$ cat src/pdp8_ac_pkg.sv
// word and phase types, major opcodes, EAE instruction codes and step count
package pdp8_ac_pkg;

    localparam int word_w = 12;

    // bit 0 is the most significant bit, as in the machine manuals
    typedef logic [0:word_w-1] word_t;

    typedef enum logic [2:0]
    {
        ph_idle = 3'd0,
        ph_f1   = 3'd1,  // clear, complement, mq moves
        ph_f2   = 3'd2,  // increment
        ph_f3   = 3'd3,  // rotates and byte swap
        ph_e2   = 3'd4,  // and / tad
        ph_e3   = 3'd5,  // dca
        ph_eae0 = 3'd6,  // eae setup
        ph_eae1 = 3'd7   // eae iteration
    } phase_t;

    localparam logic [2:0] op_and = 3'd0;
    localparam logic [2:0] op_tad = 3'd1;
    localparam logic [2:0] op_dca = 3'd3;
    localparam logic [2:0] op_opr = 3'd7;

    // eae codes are compared after masking out the mq micro-op bits
    localparam word_t eae_mask     = 12'o7417;
    localparam word_t eae_mul_code = 12'o7405;
    localparam word_t eae_div_code = 12'o7407;

    localparam logic [4:0] eae_steps = 5'd12;  // one step per word bit

endpackage

$ cat src/ac_phase_seq.sv
// phase sequencer stepping one instruction through its phases, with busy and done
`timescale 1ns/1ps

module ac_phase_seq (
    input  logic                clk,
    input  logic                arst_n,
    input  logic                clear,
    input  logic                start,
    input  pdp8_ac_pkg::word_t  instruction,
    input  logic                eae_loop,
    output pdp8_ac_pkg::phase_t phase,
    output logic                busy,
    output logic                done
);
    import pdp8_ac_pkg::*;

    phase_t first_phase;  // entry phase of the new instruction
    word_t  eae_code;
    logic   accept;
    logic   is_eae;
    logic   is_opr;
    logic   is_mem;

    assign busy     = (phase != ph_idle) || done;
    assign accept   = start && !busy;
    assign eae_code = instruction & eae_mask;
    assign is_eae   = (eae_code == eae_mul_code) || (eae_code == eae_div_code);
    // group 1, or group 3 with its bit 11 set
    assign is_opr   = (instruction[0:2] == op_opr) && (!instruction[3] || instruction[11]);
    assign is_mem   = instruction[0:2] inside {op_and, op_tad, op_dca};

    always_comb
    begin
        if (is_eae)
            first_phase = ph_eae0;  // checked first, mul/div also look like group 3
        else if (is_opr)
            first_phase = ph_f1;
        else if (is_mem)
            first_phase = ph_e2;
        else
            first_phase = ph_idle;  // completes with nothing changed
    end

    always_ff @(posedge clk or negedge arst_n)
    begin
        if (!arst_n)
        begin
            phase <= ph_idle;
            done  <= 1'b0;
        end
        else if (clear)
        begin
            phase <= ph_idle;  // aborts without done
            done  <= 1'b0;
        end
        else
        begin
            done <= 1'b0;
            case (phase)
                ph_idle:
                    if (accept)
                    begin
                        phase <= first_phase;
                        done  <= (first_phase == ph_idle);
                    end
                ph_f1: phase <= ph_f2;
                ph_f2: phase <= ph_f3;
                ph_e2: phase <= ph_e3;
                ph_f3, ph_e3:
                begin
                    phase <= ph_idle;
                    done  <= 1'b1;
                end
                ph_eae0, ph_eae1:
                    if (eae_loop)
                        phase <= ph_eae1;  // another mul/div step follows
                    else
                    begin
                        phase <= ph_idle;
                        done  <= 1'b1;
                    end
                default: phase <= ph_idle;
            endcase
        end
    end

endmodule

$ cat src/ac_alu.sv
// next link/ac/mq values for the operate and memory reference phases
`timescale 1ns/1ps

module ac_alu (
    input  pdp8_ac_pkg::phase_t phase,
    input  pdp8_ac_pkg::word_t  instruction,
    input  pdp8_ac_pkg::word_t  operand,
    input  pdp8_ac_pkg::word_t  ac,
    input  pdp8_ac_pkg::word_t  mq,
    input  logic                link,
    output logic                alu_link,
    output pdp8_ac_pkg::word_t  alu_ac,
    output pdp8_ac_pkg::word_t  alu_mq
);
    import pdp8_ac_pkg::*;

    logic            grp1;
    logic            grp3;
    logic            link_cll;  // link after cll
    word_t           ac_cla;    // ac after cla
    logic [0:word_w] inc_sum;
    logic [0:word_w] tad_sum;

    assign grp1     = (instruction[0:2] == op_opr) && !instruction[3];
    assign grp3     = (instruction[0:2] == op_opr) && instruction[3] && instruction[11];
    assign ac_cla   = instruction[4] ? '0 : ac;  // cla sits in bit 4 in both groups
    assign link_cll = instruction[5] ? 1'b0 : link;
    assign inc_sum  = {link, ac} + 1'b1;  // carry out of ac flips the link
    assign tad_sum  = {link, ac} + {1'b0, operand};

    always_comb
    begin
        alu_link = link;
        alu_ac   = ac;
        alu_mq   = mq;
        case (phase)
            ph_f1:
                if (grp1)
                begin
                    alu_ac   = instruction[6] ? ~ac_cla : ac_cla;      // cma
                    alu_link = instruction[7] ? ~link_cll : link_cll;  // cml
                end
                else if (grp3)
                begin
                    // mqa and mql act together, which gives swp and cam
                    alu_ac = (instruction[5] ? mq : '0) | (instruction[7] ? '0 : ac_cla);
                    alu_mq = instruction[7] ? ac_cla : mq;
                end
            ph_f2:
                if (grp1 && instruction[11])
                    {alu_link, alu_ac} = inc_sum;  // iac
            ph_f3:
                if (grp1)
                begin
                    case (instruction[8:10])
                        3'b001: alu_ac = {ac[6:11], ac[0:5]};  // bsw
                        3'b010:
                        begin
                            alu_ac   = {ac[1:11], link};  // ral
                            alu_link = ac[0];
                        end
                        3'b011:
                        begin
                            alu_ac   = {ac[2:11], link, ac[0]};  // rtl
                            alu_link = ac[1];
                        end
                        3'b100:
                        begin
                            alu_ac   = {link, ac[0:10]};  // rar
                            alu_link = ac[11];
                        end
                        3'b101:
                        begin
                            alu_ac   = {ac[11], link, ac[0:9]};  // rtr
                            alu_link = ac[10];
                        end
                        default: ;  // no rotate, or a combination with no effect
                    endcase
                end
            ph_e2:
                if (instruction[0:2] == op_and)
                    alu_ac = ac & operand;
                else if (instruction[0:2] == op_tad)
                    {alu_link, alu_ac} = tad_sum;
            ph_e3:
                if (instruction[0:2] == op_dca)
                    alu_ac = '0;  // ac went out with the store
            default: ;
        endcase
    end

endmodule

$ cat src/ac_eae_muldiv.sv
// eae mode A multiply and divide step engine with step counter and loop flag
`timescale 1ns/1ps

module ac_eae_muldiv (
    input  logic                clk,
    input  logic                arst_n,
    input  logic                clear,
    input  pdp8_ac_pkg::phase_t phase,
    input  pdp8_ac_pkg::word_t  instruction,
    input  pdp8_ac_pkg::word_t  operand,
    input  pdp8_ac_pkg::word_t  ac,
    input  pdp8_ac_pkg::word_t  mq,
    input  logic                link,
    output logic                eae_loop,
    output logic                eae_link,
    output pdp8_ac_pkg::word_t  eae_ac,
    output pdp8_ac_pkg::word_t  eae_mq
);
    import pdp8_ac_pkg::*;

    logic              is_mul;
    logic              is_div;
    logic              div_ovf;
    logic              setup_loop;
    word_t             mul_addend;
    logic [0:word_w]   mul_sum;   // carry then ac
    logic [0:word_w+1] div_diff;  // bit 0 is the borrow
    logic [4:0]        step_cnt;  // steps still to run
    logic              loop_q;

    assign is_mul     = (instruction & eae_mask) == eae_mul_code;
    assign is_div     = (instruction & eae_mask) == eae_div_code;
    assign div_ovf    = ac >= operand;  // quotient would not fit in mq
    assign setup_loop = is_mul || (is_div && !div_ovf);

    // in setup the sequencer needs the decision before the flag is stored
    assign eae_loop = (phase == ph_eae0) ? setup_loop : loop_q;

    assign mul_addend = mq[word_w-1] ? operand : '0;
    assign mul_sum    = {1'b0, ac} + {1'b0, mul_addend};
    assign div_diff   = {1'b0, ac, mq[0]} - {2'b00, operand};

    always_comb
    begin
        eae_link = link;
        eae_ac   = ac;
        eae_mq   = mq;
        case (phase)
            ph_eae0:
                if (is_mul)
                    eae_link = 1'b0;
                else if (is_div)
                    eae_link = div_ovf;  // overflow flag, registers otherwise kept
            ph_eae1:
                if (is_mul)
                    {eae_ac, eae_mq} = {mul_sum, mq[0:word_w-2]};  // add then shift right
                else if (is_div)
                begin
                    if (!div_diff[0])
                    begin
                        eae_ac = div_diff[2:word_w+1];  // subtract fits
                        eae_mq = {mq[1:word_w-1], 1'b1};
                    end
                    else
                    begin
                        eae_ac = {ac[1:word_w-1], mq[0]};  // restore, shift only
                        eae_mq = {mq[1:word_w-1], 1'b0};
                    end
                end
            default: ;
        endcase
    end

    always_ff @(posedge clk or negedge arst_n)
    begin
        if (!arst_n)
        begin
            step_cnt <= '0;
            loop_q   <= 1'b0;
        end
        else if (clear)
        begin
            step_cnt <= '0;
            loop_q   <= 1'b0;
        end
        else if (phase == ph_eae0)
        begin
            step_cnt <= setup_loop ? eae_steps : '0;
            loop_q   <= setup_loop;
        end
        else if (phase == ph_eae1)
        begin
            step_cnt <= step_cnt - 5'd1;
            loop_q   <= (step_cnt > 5'd2);  // low during the last step
        end
    end

endmodule

$ cat src/ac_regs.sv
// link, ac and mq registers loaded from the alu or the eae by phase
`timescale 1ns/1ps

module ac_regs (
    input  logic                clk,
    input  logic                arst_n,
    input  logic                clear,
    input  pdp8_ac_pkg::phase_t phase,
    input  logic                alu_link,
    input  logic                eae_link,
    input  pdp8_ac_pkg::word_t  alu_ac,
    input  pdp8_ac_pkg::word_t  alu_mq,
    input  pdp8_ac_pkg::word_t  eae_ac,
    input  pdp8_ac_pkg::word_t  eae_mq,
    output logic                link,
    output pdp8_ac_pkg::word_t  ac,
    output pdp8_ac_pkg::word_t  mq
);
    import pdp8_ac_pkg::*;

    always_ff @(posedge clk or negedge arst_n)
    begin
        if (!arst_n)
        begin
            link <= 1'b0;
            ac   <= '0;
            mq   <= '0;
        end
        else if (clear)
        begin
            link <= 1'b0;
            ac   <= '0;
            mq   <= '0;
        end
        else
        begin
            case (phase)
                ph_f1, ph_f2, ph_f3, ph_e2, ph_e3:
                begin
                    link <= alu_link;
                    ac   <= alu_ac;
                    mq   <= alu_mq;
                end
                ph_eae0, ph_eae1:
                begin
                    link <= eae_link;
                    ac   <= eae_ac;
                    mq   <= eae_mq;
                end
                default: ;  // idle holds
            endcase
        end
    end

endmodule

$ cat src/ac_top.sv
// accumulator section top level joining sequencer, alu, eae and registers
`timescale 1ns/1ps

module ac_top (
    input  logic               clk,
    input  logic               arst_n,
    input  logic               clear,
    input  logic               start,
    input  pdp8_ac_pkg::word_t instruction,
    input  pdp8_ac_pkg::word_t operand,
    output logic               busy,
    output logic               done,
    output logic               link,
    output pdp8_ac_pkg::word_t ac,
    output pdp8_ac_pkg::word_t mq
);
    import pdp8_ac_pkg::*;

    phase_t phase;
    logic   eae_loop;
    logic   alu_link;
    logic   eae_link;
    word_t  alu_ac;
    word_t  alu_mq;
    word_t  eae_ac;
    word_t  eae_mq;

    ac_phase_seq u_seq (
        .clk         (clk),
        .arst_n      (arst_n),
        .clear       (clear),
        .start       (start),
        .instruction (instruction),
        .eae_loop    (eae_loop),
        .phase       (phase),
        .busy        (busy),
        .done        (done)
    );

    ac_alu u_alu (
        .phase       (phase),
        .instruction (instruction),
        .operand     (operand),
        .ac          (ac),
        .mq          (mq),
        .link        (link),
        .alu_link    (alu_link),
        .alu_ac      (alu_ac),
        .alu_mq      (alu_mq)
    );

    ac_eae_muldiv u_eae (
        .clk         (clk),
        .arst_n      (arst_n),
        .clear       (clear),
        .phase       (phase),
        .instruction (instruction),
        .operand     (operand),
        .ac          (ac),
        .mq          (mq),
        .link        (link),
        .eae_loop    (eae_loop),
        .eae_link    (eae_link),
        .eae_ac      (eae_ac),
        .eae_mq      (eae_mq)
    );

    ac_regs u_regs (
        .clk         (clk),
        .arst_n      (arst_n),
        .clear       (clear),
        .phase       (phase),
        .alu_link    (alu_link),
        .eae_link    (eae_link),
        .alu_ac      (alu_ac),
        .alu_mq      (alu_mq),
        .eae_ac      (eae_ac),
        .eae_mq      (eae_mq),
        .link        (link),
        .ac          (ac),
        .mq          (mq)
    );

endmodule

$ cat config.mk
export PLATFORM = sky130hd
export DESIGN_NAME = ac_top
export DESIGN_NICKNAME = d
export VERILOG_FILES = /design/src/pdp8_ac_pkg.sv /design/src/ac_phase_seq.sv /design/src/ac_alu.sv /design/src/ac_eae_muldiv.sv /design/src/ac_regs.sv /design/src/ac_top.sv
export SDC_FILE = /design/constraint.sdc
export NUM_CORES = 1
export LEC_CHECK = 0
export BUFFER_PORTS_ARGS = -buffer_cell sky130_fd_sc_hd__clkbuf_2
export CORE_MARGIN = 2
export CORE_UTILIZATION = 25
export CTS_CLUSTER_SIZE = 12
export DETAILED_ROUTE_END_ITERATION = 6
export HOLD_SLACK_MARGIN = 0.02
export SYNTH_ARGS = -nofsm -noshare
export SYNTH_HDL_FRONTEND = slang
export SYNTH_SLANG_ARGS = --single-unit
$ cat constraint.sdc
create_clock -name clk -period 5.35 [get_ports clk]
set_input_delay 1.07 -clock clk [delete_from_list [all_inputs] [get_ports clk]]
set_output_delay 1.07 -clock clk [all_outputs]
set_load 0.005 [all_outputs]
# Yosys cells after proc, flatten, opt, wreduce, memory -nomap -nowiden
# Index checks and enable logic that the tools add are counted.
# classes
add_sub_neg,5
n_mul,0
div_mod_pow,0
n_lt_le_gt_ge,2
n_eq_ne,37
shift,0
n_mux,63
bitwise,4
reduce_logical,27
# op_table
op,n
$mux W12,25
$pmux W12 S5,2
$pmux W12 S2,2
$ne A4 B4 Y1 const B,7
$eq A3 B3 Y1 const B,7
$reduce_and A10 Y1,2
$mux W1,19
$mux W3,6
$ne A3 B3 Y1 const B,6
$pmux W3 S6,1
$eq A8 B8 Y1 const B,2
$eq A3 B2 Y1 const B,5
$mux W5,3
$ne A7 B7 Y1 const B,2
$sub A13 B12 Y14,1
$add A12 B12 Y13,1
$add A13 B1 Y13 const B,1
$add A13 B12 Y13,1
$and A12 B12 Y12,1
$ge A12 B12 Y1,1
$not A12 Y12,1
$or A12 B12 Y12,1
$reduce_bool A3 Y1,4
$ne A5 B5 Y1 const B,2
18 further kinds,35
# word_totals
regBits,35
latch_bits,0
mem_bits_rw,0
romBits,0
in_bits,28
out_inout_bits,27
word_cells,145
n_memories,0

# Depth between registers and ports, before layout
# Gate-level depths: netlist of the first run.
# logic_depth
depth_word,9
mapped_depth,13
ltp_nobuf,12

# Modules after synthesis
# Synthesis of the first run repeated with hierarchy kept, for this count alone.
# hier_totals
hier_cells,950
hier_area_um2,6886.6
# modules_own_cells
mod,n_inst,cells_each,area_each_um2,seq_area_each_um2
ac_alu,1,479,2966.6,0.0
ac_eae_muldiv,1,325,2384.8,150.1
ac_regs,1,111,1204.9,625.6
ac_phase_seq,1,35,330.3,100.1

# Worst setup path after synthesis of the first run
# No wires, ideal clock.
# synth_timing
path_type,input to register
startpoint,input port operand[6]
endpoint,register u_regs.ac[0]
setup_time_ps,122
t_arrival_ps,3011
required_ps,5228
slack_ps,2217
stages,10
n_path_buf,1
cell_sequence,inv_1 > ha_1 > and2_1 > a221o_1 > o21ai_2 > o211ai_4 > buf_2 > o211ai_1 > o211ai_1 > a32o_1
# synth_via
elab_chain_cells,7
# synth_lines
element,line,text
start: declaration,ac_top.sv:10,"input pdp8_ac_pkg::word_t operand,"
$sub A13 B12 Y14,ac_eae_muldiv.sv:41,"assign div_diff = {1'b0, ac, mq[0]} - {2'b00, operand};"
$mux W12,ac_eae_muldiv.sv:59,if (!div_diff[0])
$mux W12,ac_eae_muldiv.sv:57,else if (is_div)
$mux W12,ac_eae_muldiv.sv:55,if (is_mul)
$mux W12,ac_eae_muldiv.sv:48,case (phase)
$pmux W12 S2,ac_regs.sv:37,case (phase)
$mux W12,ac_regs.sv:29,else if (clear)
end signal: assignment,ac_regs.sv:41,ac <= alu_ac;
end: declaration,ac_regs.sv:16,"output pdp8_ac_pkg::word_t ac,"
# Every way passes these cells. The select of a mux whose other input is x is not followed.
# A chain may end at the register's enable or synchronous reset.

# Worst setup path in the final report of the first run
# layout_timing
startpoint,register u_seq.phase[1]
endpoint,register u_regs.ac[11]
# layout_via
elab_chain_cells,4
word_cells_on_any_way,23
classes_between,16 x eq/ne; 3 x mux; 4 x reduce/logical
# layout_lines
element,line,text
start: declaration,ac_phase_seq.sv:11,"output pdp8_ac_pkg::phase_t phase,"
start signal: assignment,ac_phase_seq.sv:48,phase <= ph_idle;
start signal: assignment,ac_phase_seq.sv:53,phase <= ph_idle;
start signal: assignment,ac_phase_seq.sv:63,phase <= first_phase;
"$eq A3 B1 Y1, or another cell as far along","ac_alu.sv:36, ac_regs.sv:37",
"$reduce_or A5 Y1, or another cell as far along",ac_regs.sv:37,
"$ne A8 B8 Y1 (no line), or another cell as far along",n/a,
$reduce_and A10 Y1 (no line) / $mux W12 (equally long branches),n/a,
# Several ways; a longest one is shown, not always the timed one.

==> impl_metrics.py, run 1 <==
metrics = {
    "run": {
        "timing.max_cap.violations": 0,
    },
    "sta": {
        "setup_tns_ps": 0,
        "setup_ws_ps": 1780,
        "worst_slew_pin_slew_ps": 983,
        "hold_viol": 0,
        "holdWs_ps": 566,
        "rsz0062_at_grt": "no",
        "post-route-period-util": 0.667,
        "maxSlewHeadroom": 0.326,
        "drv_slew": 0,
        "setup_viol": 0,
        "fin_crit_ps": 3570,
        "worst_clock_skew_ps": 3.61,
        "fmax_mhz": 280,
    },
    "place": {
        "place_ws_ps": 1660,
        "io_buffers": 54,
        "dp_hpwl_mm": 15.8,
        "place_inst": 1099,
        "place_area_mm2": 0.00623,
        "gp_congestion": 0.884,
    },
    "drt": {
        "ant_nets": 0,
        "dr_total_vias": 6144,
        "firstDrtPassIters": 5,
        "viasPerCell": 5.55,
        "drc": 0,
        "routedWlPerCell_um": 19.1,
        "wirelength_mm": 21.2,
        "drtIter0Drc": 581,
    },
    "global_routing": {
        "grt_max_degree": 41,
        "grt_pass1_vias": 5856,
        "antenna_found_initial": 0,
        "grt_use_total": 0.171,
        "grt_overflow": 0,
        "grt_first_pass_wirelength_mm": 33.1,
    },
    "floorplanning": {
        "initial_utilization": 0.255,
        "core_area_mm2": 0.0227,
        "die_w_um": 156,
        "ios": 55,
        "die_h_um": 156,
        "die-area_mm2": 0.0244,
        "rows": 55,
    },
    "synthesis": {
        "ys_seq_elements": 35,
        "synthesis.area_mm2": 0.00579,
        "yosysUniqueCellTypes": 73,
        "avgSynthCellArea_um2": 7.15,
        "synth_nets": 892,
        "synthCells": 810,
        "synth-main-ff-cell": "dfrtp_1",
        "seq_area_frac_synth": 0.151,
        "ys_async_sr_fraction": 1.00,
        "yosysWarnings": 0,
        "synth_edf_count": 0,
    },
    "critical_path": {
        "startpoint": "u_seq.phase[1]",
        "crit_fanout": 26,
        "r2r_cells": 7,
        "r2r_end": "u_regs.ac[11]",
        "start_kind": "flop",
        "r2r_start": "u_seq.phase[1]",
        "required_ps": 5520,
        "cp.arrival_ps": 3740,
        "rrSetupSlack_ps": 1780,
        "path_class": "flop to flop",
        "setup.worst_path.end_class": "flop",
    },
    "power": {
        "finalPower_mw": 1.33,
        "irDropWorstVdd_mv": 0.104,
        "p_per_area_mw_per_mm2": 207,
        "p_leak_nw": 2.81,
    },
    "clocking": {
        "cts_root_buffer": "clkbuf_16",
        "cts_tree": "yes",
        "clk_pin_slew_ps": 60,
        "clk_path_buf_depth": 2,
        "clk_latency_ps": 280,
        "post_cts_resized": 0,
        "postCtsHoldBufs": 0,
        "cts_sinks": 35,
        "cts_made_buffers": 5,
        "post-cts-setup-buffer-count": 0,
        "h-tree-depth": 2,
    },
    "layout": {
        "fin_nets": 903,
        "final_util": 0.282,
        "final_cell_mix": "99 x nand2_1, 74 x nor2_1, 60 x a21oi_1, 60 x o21ai_0, 54 x clkbuf_2",
        "diodes": 0,
        "final_common_cell": "nand2_1",
        "syn_to_final_growth_pct": 10.6,
        "drive_gt1_frac": 0.102,
        "fill_cells": 2512,
        "fin_cells": 1107,
        "design_area_mm2": 0.00641,
    },
    "hold_path": {
        "hold_depth": 2,
        "hold_path_end": "u_eae.loop_q",
        "min_from": "u_eae.loop_q",
        "hold_class": "flop to flop",
    },
    "run_status": {
        "status": "completed",
    },
}
## registers in the layout (all words and copies together), names as in the netlist
| signal | count |
|---|---|
| u_regs.link | 1 |
| u_seq.done | 1 |
| u_eae.loop_q | 1 |
| u_seq.phase | 3 |
| u_eae.step_cnt | 5 |
| u_regs.mq | 12 |
| u_regs.ac | 12 |
## cell type report
| type | instances | area (µm²) | share of cell area |
|---|---|---|---|
| clock buffers | 6 | 139 | 0.0217 |
| flip-flops and latches | 35 | 876 | 0.137 |
| well taps | 285 | 357 | 0.0556 |
| repair buffers | 61 | 323 | 0.0504 |
| clock inverters | 2 | 35.0 | 0.00547 |
| multi-input cells | 681 | 4540 | 0.709 |
| inverters | 37 | 139 | 0.0217 |
## worst max-delay path by stage
| stage | end | slack, ps |
|---|---|---|
| 2_1_floorplan | u_regs.ac[0] | 2220 |
| 3_3_place_gp | u_regs.ac[10] | 1660 |
| 3_5_place_dp | u_regs.ac[10] | 1660 |
| 4_1_cts | u_regs.ac[10] | 1940 |
| 5_1_grt | u_regs.ac[11] | 1640 |
| 6_report | u_regs.ac[11] | 1780 |
## per-layer routing
layer	global-route usage	routed length, µm	up-vias
li1	-	-	2968
met1	0.219	9010	2894
met2	0.286	9940	235
met3	0.0338	1600	47
met4	0.0572	631	0
met5	0	0	-
## cell families (layout without fill, tap and decap cells)
logic type,count (synthesis),after routing,share of synthesized area
simple gates,296,296,0.244
compound gates,260,260,0.303
buf+inv,94,106,0.0652
fa+ha+maj,54,54,0.120
mux,38,38,0.0663
flops,35,35,0.151
xor+xnor,33,33,0.0499
## where the power goes
group | switching, mW | internal, mW | total [mW] | leakage, nW
combinational | 0.367 | 0.238 | 0.605 | 2.25
clock | 0.118 | 0.232 | 0.350 | 0.0868
sequential | 0.0900 | 0.282 | 0.372 | 0.481
total | 0.575 | 0.752 | 1.33 | 2.81
## critical path, cell delays in order, from the launching register on
cell and delay (ps):
dfrtp_1 950, nand2_1 780, a31oi_1 430, o31a_1 600, nor2_4 160, nand2_1 200
a31oi_1 60, a221o_1 250
## synthesized netlist by cell type (3+ instances only)
| master | number | area (µm²) |
|---|---|---|
| nand2_1 | 99 | 372 |
| a22oi_1 | 5 | 37.5 |
| nor2b_1 | 21 | 131 |
| nand3b_1 | 3 | 22.5 |
| a31oi_1 | 11 | 68.8 |
| a21oi_1 | 60 | 300 |
| clkbuf_1 | 43 | 161 |
| a32o_1 | 6 | 60.1 |
| nand2b_1 | 14 | 87.6 |
| nor3_1 | 11 | 55.1 |
| o221ai_1 | 8 | 70.1 |
| inv_1 | 37 | 139 |
| or3_1 | 11 | 68.8 |
| a211oi_1 | 18 | 135 |
| o22ai_1 | 8 | 50.1 |
| ha_1 | 51 | 638 |
| nand4_1 | 5 | 31.3 |
| a311oi_1 | 5 | 43.8 |
| or4_1 | 3 | 22.5 |
| o211ai_1 | 12 | 90.1 |
| nor3b_1 | 3 | 22.5 |
| o21ai_0 | 60 | 300 |
| buf_2 | 11 | 55.1 |
| xor2_1 | 18 | 158 |
| a221oi_1 | 6 | 52.6 |
| dfrtp_1 | 35 | 876 |
| nand3_1 | 21 | 105 |
| a22o_1 | 10 | 87.6 |
| a221o_1 | 7 | 70.1 |
| and2_1 | 16 | 100 |
| mux2_2 | 3 | 33.8 |
| and3_1 | 3 | 18.8 |
| xnor2_1 | 15 | 131 |
| mux2i_1 | 35 | 350 |
| a21o_1 | 13 | 97.6 |
| nor2_1 | 74 | 278 |
| fa_1 | 3 | 60.1 |
Note: power is estimated with default switching activity, not from simulation.
==> inputs of run 2 (changes only) <==
==> constraint.sdc (replaced) <==
create_clock -name clk -period 3.37 [get_ports clk]
set_input_delay 0.674 -clock clk [delete_from_list [all_inputs] [get_ports clk]]
set_output_delay 0.674 -clock clk [all_outputs]
set_load 0.005 [all_outputs]
==> impl_metrics.py, run 2 (synthesis gave the netlist of run 1 again) <==
metrics = {
    "run_status": {
        "status": "completed",
    },
    "layout": {
        "drive_gt1_frac": 0.138,
        "final_common_cell": "nand2_1",
        "fill_cells": 2479,
        "final_cell_mix": "99 x nand2_1, 74 x nor2_1, 60 x a21oi_1, 60 x o21ai_0, 54 x clkbuf_2",
        "fin_nets": 937,
        "reg_top3": "u_regs.ac (12), u_regs.mq (12), u_eae.step_cnt (5)",
        "syn_to_final_growth_pct": 14.9,
        "diodes": 0,
    },
    "global_routing": {
        "grt_overflow": 0,
        "antenna_found_initial": 0,
        "grt_use_total": 0.172,
        "grt_pass1_vias": 5921,
        "grt_max_degree": 38,
        "grt_first_pass_wirelength_mm": 33.4,
    },
    "critical_path": {
        "setup.worst_path.end_class": "flop",
        "slowest_stage": "dfrtp_1",
        "start_kind": "flop",
        "max_stage_delay_ps": 560,
        "path_class": "flop to flop",
        "cp_cell_sequence": "and2_1 > ha_1 > inv_1 > fa_1 > nand2b_1 > a21oi_1 > nor3_1 > o31ai_1 > a21o_1 > nand3_1 > a31oi_1 > a221o_1",
        "cp.arrival_ps": 3250,
        "crit_fanout": 10,
        "cp_num_buf_inv": 1,
        "required_ps": 3600,
        "crit_family": "compound AO/OA/AOI/OAI gates",
    },
    "clocking": {
        "post-cts-setup-buffer-count": 0,
        "cts_root_buffer": "clkbuf_16",
        "h-tree-depth": 2,
        "cts_tree": "yes",
        "cts_made_buffers": 5,
        "clk_path_buf_depth": 2,
        "postCtsHoldBufs": 0,
        "clk_pin_slew_ps": 60,
        "clk_latency_ps": 290,
        "post_cts_resized": 0,
        "cts_sinks": 35,
    },
    "floorplanning": {
        "ios": 55,
        "die-area_mm2": 0.0244,
        "core_area_mm2": 0.0227,
        "die_w_um": 156,
        "rows": 55,
        "initial_utilization": 0.255,
        "die_h_um": 156,
    },
    "hold_path": {
        "hold_class": "flop to flop",
    },
    "drt": {
        "ant_nets": 0,
        "wirelength_mm": 21.1,
        "viasPerCell": 5.56,
        "dr_total_vias": 6344,
        "drtIter0Drc": 558,
        "drc": 0,
        "routedWlPerCell_um": 18.5,
        "firstDrtPassIters": 7,
    },
    "power": {
        "irDropWorstVdd_mv": 0.171,
        "finalPower_mw": 2.13,
        "p_per_area_mw_per_mm2": 320,
        "p_leak_nw": 2.98,
    },
    "run": {
        "timing.max_cap.violations": 0,
    },
    "place": {
        "place_ws_ps": 137,
        "io_buffers": 54,
        "dp_hpwl_mm": 16.0,
        "gp_congestion": 0.944,
    },
    "sta": {
        "maxSlewHeadroom": 0.296,
        "worst_clock_skew_ps": 6.60,
        "fin_crit_ps": 3010,
        "setup_ws_ps": 355,
        "setup_viol": 0,
        "setup_tns_ps": 0,
        "rsz0062_at_grt": "no",
        "post-route-period-util": 0.895,
        "hold_viol": 0,
        "fmax_mhz": 332,
        "worst_slew_pin_slew_ps": 1060,
        "drv_slew": 0,
    },
}
-- run 2: cell types whose count changed in the layout (fill, tap and decap cells not counted) --
cell      previous run  this run
clkbuf_8             1         0
buf_4                7        41
clkinv_4             0         1
-- run 2: worst min-delay path: stages (launching register included) --
cell	delay [ps]
dfrtp_1	400
nand2_1	70
a21oi_1	50
-- run 2: path summary, 6_finish.rpt --
kind                                   start             to  slack [ps]  cells past startpoint
worst min register to register  u_eae.loop_q   u_eae.loop_q         560                      2
worst max register to register  u_regs.mq[0]  u_regs.ac[11]         360                     12
max in group asynchronous             arst_n   u_regs.mq[8]        2160                      1
min in group asynchronous             arst_n  u_regs.ac[11]         570                      1
worst max-delay path            u_regs.mq[0]  u_regs.ac[11]         360                     12
worst min-delay path            u_eae.loop_q   u_eae.loop_q         560                      2
-- run 2: power by group --
group	leakage [nW]	total [mW]	switching [mW]	internal, mW
clock	0.0838	0.560	0.210	0.350
sequential	0.481	0.510	0.0602	0.449
combinational	2.41	1.06	0.642	0.417
-- run 2: through the flow --
stage	utilization	hold slack [ps]	instances	cell area, µm²
floorplan	-	378	810	5790
global placement	0.286	554	1133	6490
detailed placement	0.286	557	1133	6490
CTS	0.293	564	1141	6660
global route	0.293	614	1141	6660
finish	0.293	562	1141	6660
-- run 2: final cells by class --
class	count	area, µm²	share of cell area
Sequential cell	35	876	0.132
Clock inverter	3	43.8	0.00658
Inverter	37	139	0.0209
Timing Repair Buffer	95	578	0.0868
Clock buffer	5	125	0.0188
Multi-Input combinational cell	681	4540	0.682
Tap cell	285	357	0.0536
-- run 2: metal layers --
| metal | GRT usage | routed length [µm] | vias up |
|---|---|---|---|
| li1 | - | - | 3039 |
| met1 | 0.227 | 9300 | 3006 |
| met2 | 0.288 | 9940 | 253 |
| met3 | 0.0174 | 1120 | 46 |
| met4 | 0.0690 | 769 | 0 |
| met5 | 0 | 0 | - |
